--- config.mk ---
export PLATFORM = sky130hd
export DESIGN_NAME = fsab_memory
export DESIGN_NICKNAME = d
export VERILOG_FILES = /design/src/logic/fsab_mem_pkg.sv /design/src/logic/fsab_memory.sv /design/src/logic/fsab_req_intake.sv /design/src/logic/fsab_resp_return.sv /design/src/logic/mig_cmd_issue.sv /design/src/logic/sync_fifo.sv
export SDC_FILE = /design/constraint.sdc
export NUM_CORES = 2
export LEC_CHECK = 0
export ABC_AREA = 1
export BUFFER_PORTS_ARGS = -buffer_cell sky130_fd_sc_hd__buf_2
export CORE_MARGIN = 2
export CORE_UTILIZATION = 40
export DETAILED_ROUTE_END_ITERATION = 10
export SYNTH_ARGS = -nofsm -noshare
export SYNTH_HDL_FRONTEND = slang
export SYNTH_SLANG_ARGS = --single-unit
--- constraint.sdc ---
create_clock -name clk0_tb -period 18.8 [get_ports clk0_tb]
set_input_delay 0.94 -clock clk0_tb [delete_from_list [all_inputs] [get_ports clk0_tb]]
set_output_delay 0.94 -clock clk0_tb [all_outputs]
set_load 0.02 [all_outputs]
--- src/logic/fsab_mem_pkg.sv ---
package fsab_mem_pkg;

	// Host bus
	localparam int FSAB_DATA_W = 64;
	localparam int FSAB_MASK_W = 8;     // Set bit means byte not written
	localparam int FSAB_DID_W = 4;
	localparam int FSAB_ADDR_W = 31;
	localparam int FSAB_LEN_W = 4;
	localparam int FSAB_LEN_MAX = 4;    // Beats in the largest request
	localparam int FSAB_REQ_W = 1;

	localparam logic [FSAB_REQ_W-1:0] FSAB_READ = 1'b0;
	localparam logic [FSAB_REQ_W-1:0] FSAB_WRITE = 1'b1;

	localparam int FSAB_INITIAL_CREDITS = 4;

	// DDR2 controller application port
	localparam int MIG_WORD_W = 2 * FSAB_DATA_W;
	localparam int MIG_MASK_W = 2 * FSAB_MASK_W;
	localparam int MIG_CMD_W = 3;

	localparam logic [MIG_CMD_W-1:0] MIG_WRITE = 3'd0;
	localparam logic [MIG_CMD_W-1:0] MIG_READ = 3'd1;

	localparam int MIG_BURST_WORDS = 2; // Words returned per read command

	// Request header {mode, did, subdid, addr, len}
	localparam int IRFIF_W = FSAB_REQ_W + 2 * FSAB_DID_W + FSAB_ADDR_W + FSAB_LEN_W;

	// Packed beat pair {data_hi, mask_hi, data_lo, mask_lo}
	localparam int IDFIF_W = 2 * (FSAB_DATA_W + FSAB_MASK_W);

	// Response header {did, subdid, len}
	localparam int ORFIF_W = 2 * FSAB_DID_W + FSAB_LEN_W;

endpackage

--- src/logic/fsab_memory.sv ---
`timescale 1ns/100ps

module fsab_memory import fsab_mem_pkg::*; #(
	parameter int CREDITS = FSAB_INITIAL_CREDITS
) (
	input  logic                   clk0_tb,
	input  logic                   rst0_tb,
	// Host requests
	input  logic                   fsabo_valid,
	input  logic [FSAB_REQ_W-1:0]  fsabo_mode,
	input  logic [FSAB_DID_W-1:0]  fsabo_did,
	input  logic [FSAB_DID_W-1:0]  fsabo_subdid,
	input  logic [FSAB_ADDR_W-1:0] fsabo_addr,
	input  logic [FSAB_LEN_W-1:0]  fsabo_len,
	input  logic [FSAB_DATA_W-1:0] fsabo_data,
	input  logic [FSAB_MASK_W-1:0] fsabo_mask,
	output logic                   fsabo_credit,
	// Host responses
	output logic                   fsabi_valid,
	output logic [FSAB_DID_W-1:0]  fsabi_did,
	output logic [FSAB_DID_W-1:0]  fsabi_subdid,
	output logic [FSAB_DATA_W-1:0] fsabi_data,
	// DDR2 controller application port
	input  logic                   phy_init_done,
	output logic                   app_af_wren,
	output logic [MIG_CMD_W-1:0]   app_af_cmd,
	output logic [FSAB_ADDR_W-1:0] app_af_addr,
	input  logic                   app_af_afull,
	output logic                   app_wdf_wren,
	output logic [MIG_WORD_W-1:0]  app_wdf_data,
	output logic [MIG_MASK_W-1:0]  app_wdf_mask_data,
	input  logic                   app_wdf_afull,
	input  logic                   rd_data_valid,
	input  logic [MIG_WORD_W-1:0]  rd_data_fifo_out
);

	logic [IRFIF_W-1:0] irfif_rdat;
	logic [IDFIF_W-1:0] idfif_rdat;
	logic               have_req;
	logic               irfif_rd;
	logic               idfif_rd;
	logic               orfif_wr;
	logic [ORFIF_W-1:0] orfif_wdat;
	logic               ofif_credit;

	fsab_req_intake #(.CREDITS(CREDITS)) intake (
		.clk0_tb      (clk0_tb),
		.rst0_tb      (rst0_tb),
		.fsabo_valid  (fsabo_valid),
		.fsabo_mode   (fsabo_mode),
		.fsabo_did    (fsabo_did),
		.fsabo_subdid (fsabo_subdid),
		.fsabo_addr   (fsabo_addr),
		.fsabo_len    (fsabo_len),
		.fsabo_data   (fsabo_data),
		.fsabo_mask   (fsabo_mask),
		.irfif_rd     (irfif_rd),
		.idfif_rd     (idfif_rd),
		.irfif_rdat   (irfif_rdat),
		.idfif_rdat   (idfif_rdat),
		.have_req     (have_req)
	);

	mig_cmd_issue #(.CREDITS(CREDITS)) issue (
		.clk0_tb           (clk0_tb),
		.rst0_tb           (rst0_tb),
		.irfif_rdat        (irfif_rdat),
		.idfif_rdat        (idfif_rdat),
		.have_req          (have_req),
		.phy_init_done     (phy_init_done),
		.app_af_afull      (app_af_afull),
		.app_wdf_afull     (app_wdf_afull),
		.ofif_credit       (ofif_credit),
		.irfif_rd          (irfif_rd),
		.idfif_rd          (idfif_rd),
		.fsabo_credit      (fsabo_credit),
		.app_af_wren       (app_af_wren),
		.app_af_cmd        (app_af_cmd),
		.app_af_addr       (app_af_addr),
		.app_wdf_wren      (app_wdf_wren),
		.app_wdf_data      (app_wdf_data),
		.app_wdf_mask_data (app_wdf_mask_data),
		.orfif_wr          (orfif_wr),
		.orfif_wdat        (orfif_wdat)
	);

	fsab_resp_return #(.CREDITS(CREDITS)) resp (
		.clk0_tb          (clk0_tb),
		.rst0_tb          (rst0_tb),
		.orfif_wr         (orfif_wr),
		.orfif_wdat       (orfif_wdat),
		.rd_data_valid    (rd_data_valid),
		.rd_data_fifo_out (rd_data_fifo_out),
		.fsabi_valid      (fsabi_valid),
		.fsabi_did        (fsabi_did),
		.fsabi_subdid     (fsabi_subdid),
		.fsabi_data       (fsabi_data),
		.ofif_credit      (ofif_credit)
	);

endmodule

--- src/logic/fsab_req_intake.sv ---
`timescale 1ns/100ps

module fsab_req_intake import fsab_mem_pkg::*; #(
	parameter int CREDITS = FSAB_INITIAL_CREDITS
) (
	input  logic                   clk0_tb,
	input  logic                   rst0_tb,
	input  logic                   fsabo_valid,
	input  logic [FSAB_REQ_W-1:0]  fsabo_mode,
	input  logic [FSAB_DID_W-1:0]  fsabo_did,
	input  logic [FSAB_DID_W-1:0]  fsabo_subdid,
	input  logic [FSAB_ADDR_W-1:0] fsabo_addr,
	input  logic [FSAB_LEN_W-1:0]  fsabo_len,
	input  logic [FSAB_DATA_W-1:0] fsabo_data,
	input  logic [FSAB_MASK_W-1:0] fsabo_mask,
	input  logic                   irfif_rd,
	input  logic                   idfif_rd,
	output logic [IRFIF_W-1:0]     irfif_rdat,
	output logic [IDFIF_W-1:0]     idfif_rdat,
	output logic                   have_req
);

	localparam int QW = $clog2(CREDITS + 1);

	logic [FSAB_LEN_W-1:0]  len_rem;      // Beats still due in current write
	logic                   first_beat;
	logic                   last_beat;
	logic                   have_lo;      // Low half of a pair is waiting
	logic [FSAB_DATA_W-1:0] lo_data;
	logic [FSAB_MASK_W-1:0] lo_mask;
	logic                   pair_wr;
	logic [IDFIF_W-1:0]     pair_dat;
	logic                   req_complete; // Last pair of a request queued
	logic [QW-1:0]          reqs_queued;

	assign first_beat = (len_rem == '0);

	// A read carries one beat, which still takes a slot in the data queue
	assign last_beat = first_beat ? (fsabo_mode == FSAB_READ || fsabo_len <= 1)
	                              : (len_rem == 1);

	always_ff @(posedge clk0_tb or posedge rst0_tb) begin
		if (rst0_tb) begin
			len_rem <= '0;
			have_lo <= 1'b0;
			pair_wr <= 1'b0;
			req_complete <= 1'b0;
		end else begin
			pair_wr <= fsabo_valid && (have_lo || last_beat);
			req_complete <= fsabo_valid && last_beat;
			if (fsabo_valid) begin
				if (first_beat && !last_beat)
					len_rem <= fsabo_len - 1'b1;   // Header beat of a long write
				else if (!first_beat)
					len_rem <= len_rem - 1'b1;
				have_lo <= !have_lo && !last_beat;
			end
		end
	end

	always_ff @(posedge clk0_tb) begin
		if (fsabo_valid) begin
			lo_data <= fsabo_data;
			lo_mask <= fsabo_mask;
			if (have_lo)
				pair_dat <= {fsabo_data, fsabo_mask, lo_data, lo_mask};
			else
				pair_dat <= {{FSAB_DATA_W{1'b0}}, {FSAB_MASK_W{1'b1}},   // Odd beat padded high
				             fsabo_data, fsabo_mask};
		end
	end

	// Requests with header and all data queued
	always_ff @(posedge clk0_tb or posedge rst0_tb) begin
		if (rst0_tb)
			reqs_queued <= '0;
		else
			reqs_queued <= reqs_queued + QW'(req_complete) - QW'(irfif_rd);
	end

	assign have_req = (reqs_queued != '0);

	sync_fifo #(
		.DEPTH (CREDITS),
		.WIDTH (IRFIF_W)
	) irfif (
		.clk0_tb (clk0_tb),
		.rst0_tb (rst0_tb),
		.wr_en   (fsabo_valid && first_beat),
		.rd_en   (irfif_rd),
		.wr_dat  ({fsabo_mode, fsabo_did, fsabo_subdid, fsabo_addr, fsabo_len}),
		.rd_dat  (irfif_rdat),
		.empty   ()
	);

	sync_fifo #(
		.DEPTH (CREDITS * FSAB_LEN_MAX / 2),   // Two beats per entry
		.WIDTH (IDFIF_W)
	) idfif (
		.clk0_tb (clk0_tb),
		.rst0_tb (rst0_tb),
		.wr_en   (pair_wr),
		.rd_en   (idfif_rd),
		.wr_dat  (pair_dat),
		.rd_dat  (idfif_rdat),
		.empty   ()
	);

endmodule

--- src/logic/fsab_resp_return.sv ---
`timescale 1ns/100ps

module fsab_resp_return import fsab_mem_pkg::*; #(
	parameter int CREDITS = FSAB_INITIAL_CREDITS
) (
	input  logic                   clk0_tb,
	input  logic                   rst0_tb,
	input  logic                   orfif_wr,
	input  logic [ORFIF_W-1:0]     orfif_wdat,
	input  logic                   rd_data_valid,
	input  logic [MIG_WORD_W-1:0]  rd_data_fifo_out,
	output logic                   fsabi_valid,
	output logic [FSAB_DID_W-1:0]  fsabi_did,
	output logic [FSAB_DID_W-1:0]  fsabi_subdid,
	output logic [FSAB_DATA_W-1:0] fsabi_data,
	output logic                   ofif_credit
);

	localparam int DDEPTH = CREDITS * MIG_BURST_WORDS;
	localparam int AW = $clog2(DDEPTH + 1);

	logic                  orfif_rd;
	logic                  orfif_empty;
	logic [ORFIF_W-1:0]    orfif_rdat;
	logic                  hdr_q;         // First beat of a response
	logic [FSAB_LEN_W-1:0] resp_len;
	logic [FSAB_LEN_W-1:0] beats_rem;
	logic                  more_beats;
	logic                  hi_half;       // Beat parity
	logic                  odfif_rd;
	logic [MIG_WORD_W-1:0] odfif_rdat;
	logic [AW-1:0]         words_avail;   // Read words not yet popped

	assign {fsabi_did, fsabi_subdid, resp_len} = orfif_rdat;

	assign more_beats = (hdr_q && resp_len > 1) || beats_rem > 1;

	// Start only with a whole burst on hand
	assign orfif_rd = !orfif_empty && !more_beats && words_avail >= MIG_BURST_WORDS;
	assign odfif_rd = orfif_rd || (more_beats && hi_half);

	assign fsabi_valid = hdr_q || (beats_rem != '0);
	assign fsabi_data = hi_half ? odfif_rdat[MIG_WORD_W-1:FSAB_DATA_W]
	                            : odfif_rdat[FSAB_DATA_W-1:0];
	assign ofif_credit = fsabi_valid && !more_beats;

	always_ff @(posedge clk0_tb or posedge rst0_tb) begin
		if (rst0_tb) begin
			hdr_q <= 1'b0;
			beats_rem <= '0;
			hi_half <= 1'b0;
			words_avail <= '0;
		end else begin
			hdr_q <= orfif_rd;
			if (hdr_q)
				beats_rem <= resp_len - 1'b1;
			else if (beats_rem != '0)
				beats_rem <= beats_rem - 1'b1;
			hi_half <= fsabi_valid ? !hi_half : 1'b0;
			words_avail <= words_avail + AW'(rd_data_valid) - AW'(odfif_rd);
		end
	end

	sync_fifo #(
		.DEPTH (CREDITS),
		.WIDTH (ORFIF_W)
	) orfif (
		.clk0_tb (clk0_tb),
		.rst0_tb (rst0_tb),
		.wr_en   (orfif_wr),
		.rd_en   (orfif_rd),
		.wr_dat  (orfif_wdat),
		.rd_dat  (orfif_rdat),
		.empty   (orfif_empty)
	);

	sync_fifo #(
		.DEPTH (DDEPTH),
		.WIDTH (MIG_WORD_W)
	) odfif (
		.clk0_tb (clk0_tb),
		.rst0_tb (rst0_tb),
		.wr_en   (rd_data_valid),
		.rd_en   (odfif_rd),
		.wr_dat  (rd_data_fifo_out),
		.rd_dat  (odfif_rdat),
		.empty   ()
	);

endmodule

--- src/logic/mig_cmd_issue.sv ---
`timescale 1ns/100ps

module mig_cmd_issue import fsab_mem_pkg::*; #(
	parameter int CREDITS = FSAB_INITIAL_CREDITS
) (
	input  logic                   clk0_tb,
	input  logic                   rst0_tb,
	input  logic [IRFIF_W-1:0]     irfif_rdat,
	input  logic [IDFIF_W-1:0]     idfif_rdat,
	input  logic                   have_req,
	input  logic                   phy_init_done,
	input  logic                   app_af_afull,
	input  logic                   app_wdf_afull,
	input  logic                   ofif_credit,
	output logic                   irfif_rd,
	output logic                   idfif_rd,
	output logic                   fsabo_credit,
	output logic                   app_af_wren,
	output logic [MIG_CMD_W-1:0]   app_af_cmd,
	output logic [FSAB_ADDR_W-1:0] app_af_addr,
	output logic                   app_wdf_wren,
	output logic [MIG_WORD_W-1:0]  app_wdf_data,
	output logic [MIG_MASK_W-1:0]  app_wdf_mask_data,
	output logic                   orfif_wr,
	output logic [ORFIF_W-1:0]     orfif_wdat
);

	localparam int CW = $clog2(CREDITS + 1);

	logic [FSAB_REQ_W-1:0]  hdr_mode;
	logic [FSAB_DID_W-1:0]  hdr_did;
	logic [FSAB_DID_W-1:0]  hdr_subdid;
	logic [FSAB_ADDR_W-1:0] hdr_addr;
	logic [FSAB_LEN_W-1:0]  hdr_len;
	logic [FSAB_LEN_W-1:0]  word_cnt;     // Controller words in request
	logic                   is_write;
	logic [FSAB_DATA_W-1:0] data_hi;
	logic [FSAB_MASK_W-1:0] mask_hi;
	logic [FSAB_DATA_W-1:0] data_lo;
	logic [FSAB_MASK_W-1:0] mask_lo;
	logic                   irfif_rd_q;   // Header visible on irfif_rdat
	logic                   idfif_rd_q;   // Word visible on idfif_rdat
	logic [FSAB_LEN_W-1:0]  words_rem;
	logic                   stall;
	logic                   active;       // Write still needs data pops
	logic [CW-1:0]          resp_credits;

	assign {hdr_mode, hdr_did, hdr_subdid, hdr_addr, hdr_len} = irfif_rdat;
	assign {data_hi, mask_hi, data_lo, mask_lo} = idfif_rdat;

	assign is_write = (hdr_mode == FSAB_WRITE);
	assign word_cnt = hdr_len[FSAB_LEN_W-1:1] + hdr_len[0];   // Beats / 2, rounded up

	// Hold the command on afull, or on a read with no room for its response
	assign stall = (irfif_rd_q && (app_af_afull || (!is_write && resp_credits == '0)))
	            || (idfif_rd_q && is_write && app_wdf_afull);

	assign active = is_write && ((irfif_rd_q && word_cnt > 1) || words_rem > 1);

	assign irfif_rd = !stall && have_req && !active && phy_init_done
	               && !app_af_afull && !app_wdf_afull;
	assign idfif_rd = !stall && (irfif_rd || active);   // Every header pops a pair

	assign app_af_wren = irfif_rd_q && !stall;
	assign app_af_cmd = is_write ? MIG_WRITE : MIG_READ;
	assign app_af_addr = hdr_addr;
	assign app_wdf_wren = is_write && idfif_rd_q && !stall;
	assign app_wdf_data = {data_hi, data_lo};
	assign app_wdf_mask_data = {mask_hi, mask_lo};

	// Last queued word of the request leaves
	assign fsabo_credit = (app_af_wren && (!is_write || word_cnt <= 1))
	                   || (app_wdf_wren && !irfif_rd_q && words_rem == 1);

	assign orfif_wr = app_af_wren && !is_write;
	assign orfif_wdat = {hdr_did, hdr_subdid, hdr_len};

	always_ff @(posedge clk0_tb or posedge rst0_tb) begin
		if (rst0_tb) begin
			irfif_rd_q <= 1'b0;
			idfif_rd_q <= 1'b0;
			words_rem <= '0;
			resp_credits <= CW'(CREDITS);
		end else begin
			if (!stall) begin
				irfif_rd_q <= irfif_rd;
				idfif_rd_q <= idfif_rd;
			end
			if (app_af_wren && is_write)
				words_rem <= (word_cnt > 1) ? word_cnt - 1'b1 : '0;
			else if (app_wdf_wren)
				words_rem <= words_rem - 1'b1;
			resp_credits <= resp_credits - CW'(orfif_wr) + CW'(ofif_credit);
		end
	end

endmodule

--- src/logic/sync_fifo.sv ---
`timescale 1ns/100ps

module sync_fifo #(
	parameter int DEPTH = 4,
	parameter int WIDTH = 8
) (
	input  logic             clk0_tb,
	input  logic             rst0_tb,
	input  logic             wr_en,
	input  logic             rd_en,
	input  logic [WIDTH-1:0] wr_dat,
	output logic [WIDTH-1:0] rd_dat,
	output logic             empty
);

	localparam int AW = (DEPTH > 1) ? $clog2(DEPTH) : 1;
	localparam int CW = $clog2(DEPTH + 1);

	logic [WIDTH-1:0] mem [DEPTH];
	logic [AW-1:0]    wr_ptr;
	logic [AW-1:0]    rd_ptr;
	logic [CW-1:0]    count;    // Entries held

	assign empty = (count == '0);

	always_ff @(posedge clk0_tb or posedge rst0_tb) begin
		if (rst0_tb) begin
			wr_ptr <= '0;
			rd_ptr <= '0;
			count <= '0;
		end else begin
			if (wr_en)
				wr_ptr <= (wr_ptr == AW'(DEPTH - 1)) ? '0 : wr_ptr + 1'b1;
			if (rd_en)
				rd_ptr <= (rd_ptr == AW'(DEPTH - 1)) ? '0 : rd_ptr + 1'b1;
			count <= count + CW'(wr_en) - CW'(rd_en);
		end
	end

	// Storage and read port
	always_ff @(posedge clk0_tb) begin
		if (wr_en)
			mem[wr_ptr] <= wr_dat;
		if (rd_en)
			rd_dat <= mem[rd_ptr];   // Valid the cycle after rd_en
	end

endmodule

# After elaboration in Yosys (flattened, before gate mapping)
# Memory sizes are Yosys's and may differ from the RTL's. A register that Yosys moved wholly into a read port is not among the register bits.
# Index checks and enable logic that the tools add are counted.
[totals]
register_bits = 268
mem_bits_rw = 2400
input_bits = 251
out_inout_bits = 254
memories = 4
[classes]
add_sub_neg = 23
order_cmp = 7
eq_ne = 11
n_mux = 28
n_bitwise = 1
reduce_logical = 59
[mem_list]
columns = ["memory", "words", "word_bits", "read_ports", "rd_ports_with_merged_regs", "wr", "line", "source"]
rows = [
  ["intake.idfif.mem", 8, 144, 1, 1, 1, "sync_fifo.sv:19", "logic [WIDTH-1:0] mem [DEPTH];"],
  ["resp.odfif.mem", 8, 128, 1, 1, 1, "sync_fifo.sv:19", ""],
  ["intake.irfif.mem", 4, 44, 1, 1, 1, "sync_fifo.sv:19", ""],
  ["resp.orfif.mem", 4, 12, 1, 1, 1, "sync_fifo.sv:19", ""],
]
[op_table]
columns = ["operator", "count"]
rows = [
  ["72-bit two-way mux", 1],
  ["64-bit two-way mux", 1],
  ["1-bit logical AND", 29],
  ["4-bit two-way mux", 7],
  ["4-bit by 1-bit subtractor with 4-bit output (second input constant)", 6],
  ["4-bit by 1-bit greater-than comparator with 1-bit output (second input constant)", 4],
  ["3-bit by 1-bit adder with 3-bit output (second input constant)", 4],
  ["3-bit == test (second input constant)", 4],
  ["3-bit two-way mux", 4],
  ["1-bit zero test", 11],
  ["1-bit logical OR", 11],
  ["1-bit two-way mux", 11],
  ["3-bit by 1-bit adder with 3-bit output", 3],
  ["3-bit by 1-bit subtractor with 3-bit output", 3],
  ["2-bit by 1-bit adder with 2-bit output (second input constant)", 4],
  ["2-bit == test (second input constant)", 4],
  ["4-bit by 1-bit == test with 1-bit output (second input constant)", 2],
  ["4-bit by 1-bit <= comparator with 1-bit output (second input constant)", 2],
  ["2-bit two-way mux", 4],
  ["3-bit zero test", 2],
  ["3-bit by 1-bit adder with 4-bit output", 1],
  ["4-bit by 1-bit adder with 4-bit output", 1],
  ["4-bit by 2-bit >= comparator with 1-bit output (second input constant)", 1],
  ["4-bit zero test", 1],
  ["7 further kinds", 8],
]

# Depth between registers and ports, before layout
[logic_depth]
depth_word = 13
ltp_mapped = 17
ltp_nobuf = 17

# Hierarchy
# A second synthesis with hierarchy kept.
[hier_totals]
cells_unflattened = 11969
area_unflattened_um2 = 128413.2
[by_module_without_submodules]
columns = ["module", "instances", "cells_per_inst", "area_per_inst_um2", "seq_area_each_um2"]
rows = [
  ["sync_fifo (intake.idfif)", 1, 5187, 54826.3, 39167.6],
  ["sync_fifo (resp.odfif)", 1, 4619, 49085.8, 34843.4],
  ["sync_fifo (intake.irfif)", 1, 784, 9123.8, 6781.5],
  ["fsab_req_intake", 1, 678, 8677.1, 6736.5],
  ["sync_fifo (resp.orfif)", 1, 251, 2852.7, 1976.9],
  ["mig_cmd_issue", 1, 299, 2265.9, 226.5],
  ["fsab_resp_return", 1, 151, 1581.5, 250.2],
]

# Worst setup path before layout
# No wires, ideal clock.
[synth_path]
path_type = "reg2reg"
start = "register intake.idfif.wr_ptr[0]"
end = "memory intake.idfif.mem[0][0] in the netlist's numbering (enable)"
arrival_time_ns = 6.548
required_ns = 18.150
slack_ns = 11.601
stages_incl_launch_ff = 4
n_path_buf = 0
period_less_slack_ns = 7.199
cell_sequence = "dfrtp_1 inv_1 nand2_1 nor2_1"
[synth_rtl]
columns = ["item", "line", "source"]
rows = [
  ["start: declaration", "sync_fifo.sv:20", "logic [AW-1:0] wr_ptr;"],
  ["start signal: assignment", "sync_fifo.sv:33", "wr_ptr <= (wr_ptr == AW'(DEPTH - 1)) ? '0 : wr_ptr + 1'b1;"],
  ["end: declaration", "sync_fifo.sv:19", ""],
]
# Straight into the memory's write port.

# Worst setup path after layout
[layout_path]
start = "register intake.irfif.rd_dat[0], read port of intake.irfif.mem"
end = "register intake.idfif.rd_dat[99], read port of intake.idfif.mem (enable)"
[layout_between]
elab_chain_len = 12
[layout_rtl]
columns = ["item", "line", "source"]
rows = [
  ["start: declaration", "sync_fifo.sv:12", "output logic [WIDTH-1:0] rd_dat,"],
  ["3-bit by 1-bit adder with 4-bit output *", "mig_cmd_issue.sv:52", "assign word_cnt = hdr_len[FSAB_LEN_W-1:1] + hdr_len[0];"],
  ["4-bit by 1-bit greater-than comparator with 1-bit output *", "mig_cmd_issue.sv:58", "assign active = is_write && ((irfif_rd_q && word_cnt > 1) || words_rem > 1);"],
  ["1-bit logical AND *", "mig_cmd_issue.sv:58", ""],
  ["1-bit logical OR *", "mig_cmd_issue.sv:58", ""],
  ["1-bit logical AND *", "mig_cmd_issue.sv:58", ""],
  ["1-bit zero test", "mig_cmd_issue.sv:60", "assign irfif_rd = !stall && have_req && !active && phy_init_done"],
  ["1-bit logical AND (2 in a row)", "mig_cmd_issue.sv:60", ""],
  ["1-bit logical AND (2 in a row)", "mig_cmd_issue.sv:61", "&& !app_af_afull && !app_wdf_afull;"],
  ["1-bit logical OR *", "mig_cmd_issue.sv:62", "assign idfif_rd = !stall && (irfif_rd || active);"],
  ["1-bit logical AND *", "mig_cmd_issue.sv:62", ""],
  ["via idfif_rd", "fsab_memory.sv:41", "logic idfif_rd;"],
  ["end: declaration", "sync_fifo.sv:12", ""],
]
# Mark *: on every way through the listed nets, which the timed path passes. The rest lies on a longest branch.
# A chain may end at the register's enable or synchronous reset.

==> flow_summary.yaml <==
min_path:
  hold_start: "fsabo_mask[5]"
  hold_class: "primary input to register"
  whs_path_depth: 1
  hold_path_end: "intake.lo_mask[5]$_DFFE_PP_"
floorplan:
  row_count: 196
  ios: 505
  coreArea_mm2: 0.285
  design.die.area_mm2: 0.290
  die_h_um: 539
  initial_core_util_pct: 40.2
  die_x_um: 539
clocking:
  cts_buffers: 314
  clk_latency_ps: 920
  cts-root-buf: "clkbuf_16"
  cts_sinks: 2996
  cts_tree: "built"
  htreeDepth: 5
  post_cts_resize_count: 0
  cts_hold_buffers: 0
  clk_pin_slew_ps: 60
  clk_path_buf_depth: 4
  post_cts_buffers: 0
worst_setup_path:
  path_cells: "ha_1 -> ha_1 -> inv_1 -> ha_1 -> nor2_1 -> inv_1 -> nand3_1 -> nand3_1 -> nand3_1 -> nand2_1 -> inv_6 -> buf_4 -> buf_4"
  rrSetupSlack_ps: 14140
  max_stage_delay_ps: 870
  reg2reg_from: "intake.irfif.rd_dat[0]$_DFFE_PP_"
  slowest_stage: "buf_4"
  path_class: "register to register"
  setup.worst_path.end_class: "register"
  reg2reg_depth: 13
  worst_ep_arrival_time_ps: 5110
  critPathRequiredTime_ps: 19250
  cp-startpoint: "intake.irfif.rd_dat[0]$_DFFE_PP_"
  cp-start-kind: "register"
  r2r-end: "intake.idfif.rd_dat[99]$_DFFE_PP_"
  cp_max_fo: 65
cells_and_area:
  design_area_mm2: 0.130
  final_common_cell: "edfxtp_1"
  final_nets: 9101
  drive_gt1_share_pct: 12.8
  final_cell_mix: "2944 x edfxtp_1, 1501 x nor2_1, 1176 x nand2_1, 1060 x o21ai_0, 501 x buf_2"
  n_fill_cell: 24800
  stdcell_count: 12800
  areaGrowthSynthToFinish_pct: 13.7
  fin_util_pct: 45.7
  multi_input_area_mm2: 0.0217
  ff_latch_area_mm2: 0.0897
job:
  max_cap_viol_count: 0
power_and_ir_drop:
  leakage_nw: 45.1
  pwr-share-comb_pct: 27.0
  switchingPower_mw: 7.38
  p_int_mw: 13.8
  seqPwrFrac_pct: 44.7
  ir_worst_vdd_uv: 118
  p_per_area_mw_per_mm2: 162
  clock_power_share_pct: 28.3
  p_sw_share_pct: 34.9
global_routing:
  grt_pass1_vias: 65600
  grt_pass1_wl_um: 425000
  grt_max_degree: 205
  gr-total-overflow: 0
  antenna_found_initial: 101
  track_usage_pct: 19.2
route:
  ant_nets: 0
  dr_total_vias: 67900
  drcViolationCount: 0
  wl_per_cell_um: 22.3
  via_per_inst: 5.29
  drt-initial-drc-count: 6345
  routed_wirelength_um: 287000
  dr.pass1.iters: 6
timing:
  rsz0062_at_grt: "false"
  slew_headroom_pct: 8.09
  fmax_ghz: 0.215
  hold_viol_final: 0
  tns_ps: 0
  period_minus_slack_ps: 4660
  clock_skew_ps: 99.4
  report.final.slew_viol_count: 0
  period_share_pct: 24.8
  finalSetupViolations: 0
  worst_pin_slew_ps: 1380
place:
  place_hpwl_um: 154000
  place_congestion: 0.780
  place_area_mm2: 0.120
  dpl.cell_count: 12200
  io_buffers: 502
synth:
  ys_seq_area_share_pct: 78.4
  synth.distinct_cells: 31
  yosysWarnings: 0
  yosys_register_bits: 2996
  avgSynthCellArea_um2: 13.6
  synth_top_area_share_pct: 77.2
  syn-instance-count: 8402
  synth_top_area_cell: "edfxtp_1"
  synthTopCellsByArea: "edfxtp_1 77%, nor2_1 5.0%, o21ai_0 4.6%"
  synthesis.area_mm2: 0.114
status:
  outcome: "complete, no violations"
cell usage after synthesis:
| library cell | number |
|---|---|
| edfxtp_1 | 2944 |
| nor2_1 | 1521 |
| nand2_1 | 1177 |
| o21ai_0 | 1060 |
| a21oi_1 | 279 |
| a31oi_1 | 272 |
| clkbuf_1 | 266 |
| o21ai_1 | 181 |
| inv_1 | 158 |
| buf_2 | 123 |
| buf_4 | 98 |
| mux2_2 | 64 |
| o22ai_1 | 57 |
| dfrtp_1 | 51 |
| ha_1 | 43 |
| nand3_1 | 27 |
| buf_1 | 24 |
| xnor2_1 | 10 |
| buf_6 | 9 |
| xor2_1 | 8 |
| nand4_1 | 7 |
| nor3_1 | 5 |
| buf_8 | 4 |
| fa_1 | 4 |
| inv_2 | 4 |
| buf_12 | 1 |
| clkinv_1 | 1 |
| conb_1 | 1 |
| dfstp_2 | 1 |
| inv_6 | 1 |
| o211ai_1 | 1 |
state kept, by name (all words and copies together) (netlist names), 3 cells and up:
signal and count:
intake.idfif.mem 1152, resp.odfif.mem 1024, intake.irfif.mem 176, intake.idfif.rd_dat 144
intake.pair_dat 144, resp.odfif.rd_dat 128, intake.lo_data 64, resp.orfif.mem 48
intake.irfif.rd_dat 44, resp.orfif.rd_dat 12, intake.lo_mask 8, intake.len_rem 4
issue.words_rem 4, resp.beats_rem 4, resp.words_avail 4, intake.idfif.rd_ptr 3
intake.idfif.wr_ptr 3, intake.reqs_queued 3, issue.resp_credits 3, resp.odfif.rd_ptr 3
resp.odfif.wr_ptr 3, resp.orfif.count 3
final cells by class:
| class | instances | share of cell area (%) |
|---|---|---|
| Multi-Input combinational cell | 4718 | 16.6 |
| Sequential cell | 2996 | 69.0 |
| Clock inverter | 183 | 1.24 |
| Clock buffer | 379 | 6.35 |
| Antenna cell | 27 | 0.0519 |
| Timing Repair Buffer | 609 | 2.63 |
| Tap cell | 3762 | 3.62 |
| Inverter | 164 | 0.511 |
routing by layer:
layer	track usage, %	wire length (um)
met5	0	532
met3	4.67	24400
met2	31.3	136000
met4	4.13	5390
met1	26.1	120000
how the worst max path moves through the flow:
stage / endpoint / cells after the start
after floorplan: intake.idfif.mem[0][0]$_DFFE_PP_ / 3
after global placement: intake.idfif.rd_dat[43]$_DFFE_PP_ / 13
after detailed placement: intake.idfif.rd_dat[37]$_DFFE_PP_ / 13
after CTS: intake.idfif.rd_dat[45]$_DFFE_PP_ / 13
after global routing: intake.idfif.rd_dat[45]$_DFFE_PP_ / 13
final: intake.idfif.rd_dat[99]$_DFFE_PP_ / 13
critical path: cells and delay by family (launching register included):
family	cells	cell delay (ps)
buffers and inverters	5	2110
and+or+nand+nor	5	790
adders and majority gates	3	770
DFF	1	440
metrics by stage:
stage	setup slack (ps)	total power, mW	hold slack, ps
global route	13850	22.2	181
CTS	14060	21.3	146
detailed placement	14120	15.3	483
floorplan	11600	13.2	459
finish	14140	21.1	237
global placement	14100	15.2	467
power groups by stage:
stage	clock network [mW]	registers [mW]	logic, mW
after global placement	0	9.57	5.63
after global routing	6.36	9.55	6.31
after detailed placement	0	9.60	5.74
after floorplan	0	9.58	3.66
after CTS	6.10	9.47	5.76
final	5.97	9.45	5.71
cells by family (layout without fill, tap and decap cells):
kind of cell,count (synthesis),count (layout),share of synthesized area (%)
muxes,64,64,0.630
DFF,2996,2996,78.4
adders and majority gates,47,47,0.540
buffers and inverters,689,1335,2.83
other,1,29,0.00328
xor gates and xnor gates,18,18,0.138
and+or+nand+nor,2737,2737,9.03
AOI/OAI and AO/OA,1850,1850,8.45
No activity file was read; power rests on OpenSTA's default activity.
